==> src/common/gamePkg.sv <==
package gamePkg;

	// board geometry
	localparam int BoardSize = 8;
	localparam int CoordWidth = 3;

	// the cat always starts in the same tile
	localparam logic [CoordWidth-1:0] CatStartX = 3'd3;
	localparam logic [CoordWidth-1:0] CatStartY = 3'd3;

	// x is the tile column, y the tile row
	typedef struct packed
	{
		logic [CoordWidth-1:0] x;
		logic [CoordWidth-1:0] y;
	} cellPos_t;

	typedef enum logic [2:0]
	{
		StateStart,
		StatePlay,
		StateCatMove,
		StateLost,
		StateWon
	} gameState_t;

	// clear empties the whole board, en blocks the cell at pos
	typedef struct packed
	{
		logic en;
		logic clear;
		cellPos_t pos;
	} blockWrite_t;

	// bit order follows the cat's move order
	typedef struct packed
	{
		logic xPlus;
		logic xMinus;
		logic yPlus;
		logic yMinus;
	} openMask_t;

endpackage

==> src/common/displayPkg.sv <==
package displayPkg;

	localparam int PixelWidth = 10;

	typedef struct packed
	{
		logic [PixelWidth-1:0] h;
		logic [PixelWidth-1:0] v;
		logic bright;
	} pixelPos_t;

	// 4 bits each for red, green, blue
	typedef logic [11:0] rgb_t;

	// tile windows start here and repeat every TilePitch pixels
	localparam int TileHStart = 222;
	localparam int TileVStart = 35;
	// pixels per tile, both ends included
	localparam int TileSpan = 51;
	localparam int TilePitch = 60;

	localparam rgb_t ColorEmpty = 12'hFFF;
	localparam rgb_t ColorBlocked = 12'h888;
	localparam rgb_t ColorCat = 12'hF80;
	// outside the visible area
	localparam rgb_t ColorBlank = 12'h00F;
	localparam rgb_t ColorGap = 12'hFFF;

	// result colours for the background
	localparam rgb_t ColorLost = 12'hF00;
	localparam rgb_t ColorWon = 12'h0F0;
	localparam rgb_t ColorNone = 12'h000;

endpackage

==> src/game/boardMap.sv <==
`timescale 1ns/1ps

module boardMap import gamePkg::*;
(
	input logic clk,
	input logic rstN,
	input blockWrite_t blockWrite,
	input cellPos_t catPos,
	output openMask_t catOpen,
	input cellPos_t tileQuery,
	output logic tileBlocked
);

	localparam logic [CoordWidth-1:0] LastCoord = CoordWidth'(BoardSize - 1);

	// one bit per cell, row major
	logic [BoardSize*BoardSize-1:0] blocked;

	cellPos_t posXPlus;
	cellPos_t posXMinus;
	cellPos_t posYPlus;
	cellPos_t posYMinus;

	function automatic logic [2*CoordWidth-1:0] cellIndex(input cellPos_t pos);
		return {pos.y, pos.x};
	endfunction

	always_ff @(posedge clk)
	begin
		if (!rstN)
		begin
			blocked <= '0;
		end
		else if (blockWrite.clear)
		begin
			blocked <= '0;
		end
		else if (blockWrite.en)
		begin
			blocked[cellIndex(blockWrite.pos)] <= 1'b1;
		end
	end

	// neighbour coordinates wrap here, the edge checks below mask that out
	always_comb
	begin
		posXPlus = '{x: catPos.x + 3'd1, y: catPos.y};
		posXMinus = '{x: catPos.x - 3'd1, y: catPos.y};
		posYPlus = '{x: catPos.x, y: catPos.y + 3'd1};
		posYMinus = '{x: catPos.x, y: catPos.y - 3'd1};
	end

	// off the board counts as open
	assign catOpen.xPlus = (catPos.x == LastCoord) || !blocked[cellIndex(posXPlus)];
	assign catOpen.xMinus = (catPos.x == '0) || !blocked[cellIndex(posXMinus)];
	assign catOpen.yPlus = (catPos.y == LastCoord) || !blocked[cellIndex(posYPlus)];
	assign catOpen.yMinus = (catPos.y == '0) || !blocked[cellIndex(posYMinus)];

	assign tileBlocked = blocked[cellIndex(tileQuery)];

endmodule

==> src/game/gameControl.sv <==
`timescale 1ns/1ps

module gameControl import gamePkg::*, displayPkg::*;
(
	input logic clk,
	input logic rstN,
	input logic placeStrobe,
	input cellPos_t cursor,
	input openMask_t catOpen,
	output blockWrite_t blockWrite,
	output cellPos_t catPos,
	output rgb_t background
);

	localparam logic [CoordWidth-1:0] LastCoord = CoordWidth'(BoardSize - 1);

	gameState_t state;

	cellPos_t catStep;
	logic catEscapes;
	logic catTrapped;
	logic cursorOnCat;

	assign cursorOnCat = (cursor == catPos);

	// board writes act on the strobe edge itself so the move sees the new block
	always_comb
	begin
		blockWrite = '0;
		case (state)
			StateStart:
			begin
				blockWrite.clear = placeStrobe;
			end
			StatePlay:
			begin
				blockWrite.en = placeStrobe && !cursorOnCat;
				blockWrite.pos = cursor;
			end
			default:
			begin
				blockWrite = '0;
			end
		endcase
	end

	// first open neighbour in move order wins
	always_comb
	begin
		catStep = catPos;
		catEscapes = 1'b0;
		catTrapped = 1'b0;
		if (catOpen.xPlus)
		begin
			catEscapes = (catPos.x == LastCoord);
			catStep.x = catPos.x + 3'd1;
		end
		else if (catOpen.xMinus)
		begin
			catEscapes = (catPos.x == '0);
			catStep.x = catPos.x - 3'd1;
		end
		else if (catOpen.yPlus)
		begin
			catEscapes = (catPos.y == LastCoord);
			catStep.y = catPos.y + 3'd1;
		end
		else if (catOpen.yMinus)
		begin
			catEscapes = (catPos.y == '0);
			catStep.y = catPos.y - 3'd1;
		end
		else
		begin
			catTrapped = 1'b1;
		end
	end

	always_ff @(posedge clk)
	begin
		if (!rstN)
		begin
			state <= StateStart;
			catPos <= '{x: CatStartX, y: CatStartY};
			background <= ColorNone;
		end
		else
		begin
			case (state)
				StateStart:
				begin
					if (placeStrobe)
					begin
						catPos <= '{x: CatStartX, y: CatStartY};
						background <= ColorNone;
						state <= StatePlay;
					end
				end
				StatePlay:
				begin
					// a block on the cat's own cell is not a turn
					if (placeStrobe && !cursorOnCat)
					begin
						state <= StateCatMove;
					end
				end
				StateCatMove:
				begin
					if (catTrapped)
					begin
						background <= ColorWon;
						state <= StateWon;
					end
					else if (catEscapes)
					begin
						background <= ColorLost;
						state <= StateLost;
					end
					else
					begin
						catPos <= catStep;
						state <= StatePlay;
					end
				end
				StateLost, StateWon:
				begin
					// background keeps the result until the next game starts
					state <= StateStart;
				end
				default:
				begin
					state <= StateStart;
				end
			endcase
		end
	end

endmodule

==> src/display/tileRenderer.sv <==
`timescale 1ns/1ps

module tileRenderer import gamePkg::*, displayPkg::*;
(
	input logic clk,
	input logic rstN,
	input pixelPos_t pixel,
	input cellPos_t catPos,
	output cellPos_t tileQuery,
	input logic tileBlocked,
	output rgb_t rgb
);

	// top bit flags a hit, the rest is the tile index
	logic [CoordWidth:0] colHit;
	logic [CoordWidth:0] rowHit;
	logic inTile;

	// searches the eight windows along one axis
	function automatic logic [CoordWidth:0] findTile(
		input logic [PixelWidth-1:0] coord,
		input int unsigned origin
	);
		logic [CoordWidth:0] result;
		int unsigned low;
		result = '0;
		for (int i = 0; i < BoardSize; i++)
		begin
			low = origin + i * TilePitch;
			if ((coord >= low) && (coord <= low + TileSpan - 1))
			begin
				result = {1'b1, CoordWidth'(i)};
			end
		end
		return result;
	endfunction

	assign colHit = findTile(pixel.h, TileHStart);
	assign rowHit = findTile(pixel.v, TileVStart);
	assign inTile = colHit[CoordWidth] && rowHit[CoordWidth];

	// column from h, row from v
	assign tileQuery.x = colHit[CoordWidth-1:0];
	assign tileQuery.y = rowHit[CoordWidth-1:0];

	always_ff @(posedge clk)
	begin
		if (!rstN)
		begin
			rgb <= ColorBlank;
		end
		else if (!pixel.bright)
		begin
			rgb <= ColorBlank;
		end
		else if (!inTile)
		begin
			rgb <= ColorGap;
		end
		else if (tileQuery == catPos)
		begin
			rgb <= ColorCat;
		end
		else if (tileBlocked)
		begin
			rgb <= ColorBlocked;
		end
		else
		begin
			rgb <= ColorEmpty;
		end
	end

endmodule

==> src/gameTop.sv <==
`timescale 1ns/1ps

module gameTop import gamePkg::*, displayPkg::*;
(
	input logic clk,
	input logic rstN,
	input logic placeStrobe,
	input cellPos_t cursor,
	input pixelPos_t pixel,
	output rgb_t rgb,
	output rgb_t background
);

	blockWrite_t blockWrite;
	cellPos_t catPos;
	openMask_t catOpen;
	cellPos_t tileQuery;
	logic tileBlocked;

	gameControl gameControl0
	(
		.clk(clk),
		.rstN(rstN),
		.placeStrobe(placeStrobe),
		.cursor(cursor),
		.catOpen(catOpen),
		.blockWrite(blockWrite),
		.catPos(catPos),
		.background(background)
	);

	boardMap boardMap0
	(
		.clk(clk),
		.rstN(rstN),
		.blockWrite(blockWrite),
		.catPos(catPos),
		.catOpen(catOpen),
		.tileQuery(tileQuery),
		.tileBlocked(tileBlocked)
	);

	// renderer reads the board through its own query port
	tileRenderer tileRenderer0
	(
		.clk(clk),
		.rstN(rstN),
		.pixel(pixel),
		.catPos(catPos),
		.tileQuery(tileQuery),
		.tileBlocked(tileBlocked),
		.rgb(rgb)
	);

endmodule

==> config.mk <==
export PLATFORM = sky130hd
export DESIGN_NAME = gameTop
export DESIGN_NICKNAME = d
export VERILOG_FILES = /design/src/common/gamePkg.sv /design/src/common/displayPkg.sv /design/src/game/boardMap.sv /design/src/game/gameControl.sv /design/src/display/tileRenderer.sv /design/src/gameTop.sv
export SDC_FILE = /design/constraint.sdc
export NUM_CORES = 1
export LEC_CHECK = 0
export ABC_AREA = 1
export BUFFER_PORTS_ARGS = -buffer_cell sky130_fd_sc_hd__buf_4
export CELL_PAD_IN_SITES_DETAIL_PLACEMENT = 1
export CELL_PAD_IN_SITES_GLOBAL_PLACEMENT = 2
export CORE_ASPECT_RATIO = 0.6
export CORE_MARGIN = 2
export CORE_UTILIZATION = 29
export CTS_CLUSTER_DIAMETER = 30
export DETAILED_ROUTE_END_ITERATION = 8
export PLACE_DENSITY = 0.84
export SLEW_MARGIN = 25
export SYNTH_ARGS = -nofsm -noshare
export SYNTH_HDL_FRONTEND = slang
export SYNTH_HIERARCHICAL = 1
export SYNTH_SLANG_ARGS = --single-unit
==> constraint.sdc <==
create_clock -name clk -period 3 [get_ports clk]
set_clock_uncertainty 0.2 [all_clocks]
set_input_delay 0.6 -clock clk [delete_from_list [all_inputs] [get_ports clk]]
set_output_delay 0.6 -clock clk [all_outputs]
set_load 0.05 [all_outputs]
==> impl_results.md <==
* Placed Instance Area at 8450 µm²
* Die W at 205 µm
* Std-Cell Rows at 44
* GR Util met3 at 5.52%
* Logic pwr share at 59.9%
* CTS buffer count at 9
* Sum of negative setup slack at -0.0801 ns
* Final Critical Period at 3.04 ns
* Synthesized area at 7020 µm²
* Starting density of the core at 29.3%
* # port buffers at 49
* Number of synthesized flops with an enable pin at 0
* Post-synthesis async set-or-reset flop share at 0%
* Post-synthesis sequential area ratio at 22.8%
* Avg WL per Cell at 20.3 µm
* R2R setup slack at -0.04 ns
* Top-count cell post-synth: nand2_1
* Type of the worst setup path: reg -> reg
* GRT Resource Usage Total at 25.0%
* Worst Setup End Kind: flop
* Antenna fix cells at 0
* Yosys cell types at 43
* Num ports at 54
* GR Overflow Total at 0
* GPL Wtd Cong at 0.929
* Final Max Tran Viols at 0
* Chip height at 125 µm
* Fmax at 329 MHz
* Total internal power at 3.27 mW
* Largest net degree at the start of global routing at 82
* Iteration-0 DRC count of the detailed router at 849
* Critical Path Max Stage Delay at 0.40 ns
* Reg power frac at 19.0%
* Slowest library cell on the worst path: dfxtp_4
* Synth top area share at 22.8%
* Crit path depth at 17
* CP top delay family: simple AND/OR/NAND/NOR gates
* Flip-flop and latch count after synthesis at 80
* Vias per cell at 5.36
* Vias in the first global route at 8302
* Min-delay worst type: reg -> reg
* Worst Path Required at 3.06 ns
* Grt met1 use at 39.6%
* CTS tree: built
* Max-cap violations at 0
* Post-route insts no fill at 1663
* R2R cell count at 17
* Core area at 24000 µm²
* Final setup fails at 5
* Fin. Hold Viols at 0
* # clock sinks at 80
* Worst r2r dst: gameControl0/catPos[5]
* Worst slack at placement at -0.333 ns
* Top cells by area, synth: dfxtp_1 23%, nand2_1 19%, nand3_1 18%
* H-tree depth at 3
* Switching Share at 45.7%
* Crit path cell chain: inv_6, ha_4, clkinvlp_4, clkbuf_16, nand3_2, nand3_1, nand3_2, nand3_2, nand3_2, nand3b_1, or2_4, o21ai_2, nand2_2, nand2_4, nand2_4, a21oi_1, nor2_1
* Top FF cell, synth: dfxtp_1
* Max VDD drop at 349 µV
* # placed instances at 1622
* Via count at 8917
* Final WL at 33800 µm
* Net Switching at 2.76 mW
* Clk buf depth at 2
* Clock-pin slew on the worst setup and hold paths at 0.07 ns
* DP HPWL at 23900 µm
* Unrepaired setup endpoints after global routing: yes
* Antenna viol nets, final at 0
* CP Buf/Inv Count at 3
* Worst path arrival time at 3.10 ns
* Failing checks: negative setup slack
* Worst-skew pair later-pin latency at 0.37 ns
* Pwr Density at 627 nW/µm²
* 1st-pass router iterations at 5
* Clk pwr share at 21.1%
* Status: complete, but fails checks
* Post-synth top cells: 360 x nand2_1, 254 x nand3_1, 119 x inv_1
* Initial antenna violation count at 1
* DRC violations left at 0
* CP endpoint: gameControl0/catPos[5]
* CP Launch Type: flop
* Cell taking the most area after synthesis: dfxtp_1
* Final critical-path share of the clock period at 101%
* Worst hold slack at 0.300 ns
* Reg-to-reg critical path startpoint: gameControl0/catPos[3]
* Hold_buf cts at 0
* First-pass GRT wire length at 49100 µm
* Syn_area_per_cell at 5.85 µm²
* CTS root buf: clkbuf_16
* Syn. warnings at 6
* Most Crowded Layer GR: met1
* Design area at 9620 µm²
* Pleak at 4.26 nW
* Synth Instances at 1200
* Fin worst setup slack at -0.0425 ns
* Layout overhead on the synthesized area at 36.9%
* Layout cells sized above 1 at 27.2%
* Most used cell, CP: nand3_2
* CP max FO at 8
* Nets at 1376
* Die ar. at 25500 µm²
* CP startpoint: gameControl0/catPos[3]
* Grt met2 use at 33.2%
state kept, by name, summed over array words and instances (netlist names):
signal	count
boardMap0/blocked	64
gameControl0/background	2
gameControl0/catPos	6
gameControl0/state	3
tileRenderer0/rgb	5
final cells by class:
cell class                      instances  area (µm²)
Clock buffer                           10         229
Clock inverter                          6        92.6
Fill cell                            3194       14400
Inverter                              133         513
Multi-Input combinational cell        922        4970
Sequential cell                        80        1610
Tap cell                              322         403
Timing Repair Buffer                  190        1800
power groups by stage:
stage / Combinational, mW / Sequential [mW] / Clock, mW
3_5_place_dp: 2.85 / 1.17 / 0
3_3_place_gp: 2.81 / 1.16 / 0
4_1_cts: 2.97 / 1.14 / 1.29
6_report: 3.61 / 1.15 / 1.27
2_1_floorplan: 1.68 / 1.19 / 0
5_1_grt: 3.85 / 1.15 / 1.33
worst min-delay path by stage:
stage                                startpoint                endpoint  depth (start not counted)
final                     boardMap0/blocked[25]   boardMap0/blocked[25]                          2
after global routing      boardMap0/blocked[46]   boardMap0/blocked[46]                          2
after CTS                                  rstN  gameControl0/catPos[0]                          2
after detailed placement  boardMap0/blocked[25]   boardMap0/blocked[25]                          2
after global placement    boardMap0/blocked[34]   boardMap0/blocked[34]                          2
after floorplan           boardMap0/blocked[32]   boardMap0/blocked[32]                          2
layer usage:
layer / vias to the layer above / routed length, µm
li1: 4173 / -
met1: 4304 / 16500
met2: 384 / 13300
met3: 56 / 3380
met4: 0 / 628
met5: - / 0
worst min-delay path: cells and delay by family (launching register included):
family	cells	cell delay (ns)
buf+inv	1	0.07
compound gates	1	0.06
flops	1	0.33
what timing repair did:
item / in CTS / in global routing
setup buffers: 4 / 11
hold endpoints to repair: 0 / 0
gates resized for setup: 13 / 110
pin swaps: 2 / 39
cloned: 0 / 10
setup endpoints to repair: 9 / 13
kinds of logic after synthesis:
logic type / count (synthesis) / synth area share (%)
XOR/XNOR: 5 / 0.891
adder cells (fa/ha/maj): 10 / 2.00
buffers and inverters: 202 / 13.1
flip-flops: 80 / 22.8
AND/OR/NAND/NOR: 767 / 51.1
other: 1 / 0.0534
AO/OA/AOI/OAI: 135 / 10.1
through the flow:
stage               utilization [%]  total power [mW]
floorplan                         -              2.87
global placement               35.2              3.97
detailed placement             35.2              4.02
CTS                            37.0              5.40
global route                   40.1              6.33
finish                         40.1              6.03
placed cells by master, fill, tap and decap left out, types with 12 or more instances in the layout:
cell type	Yosys	routed
nand2_1	360	347
nand3_1	254	204
o21ai_0	28	21
buf_4	27	158
dfxtp_1	80	77
buf_12	0	15
inv_2	11	19
nor3_1	17	17
a21oi_1	95	88
inv_1	119	108
nand2_2	7	17
nand3_2	7	52
nor2_1	69	63
clkbuf_16	0	17
nor2_2	10	12
(Power assumes the default switching activity.)
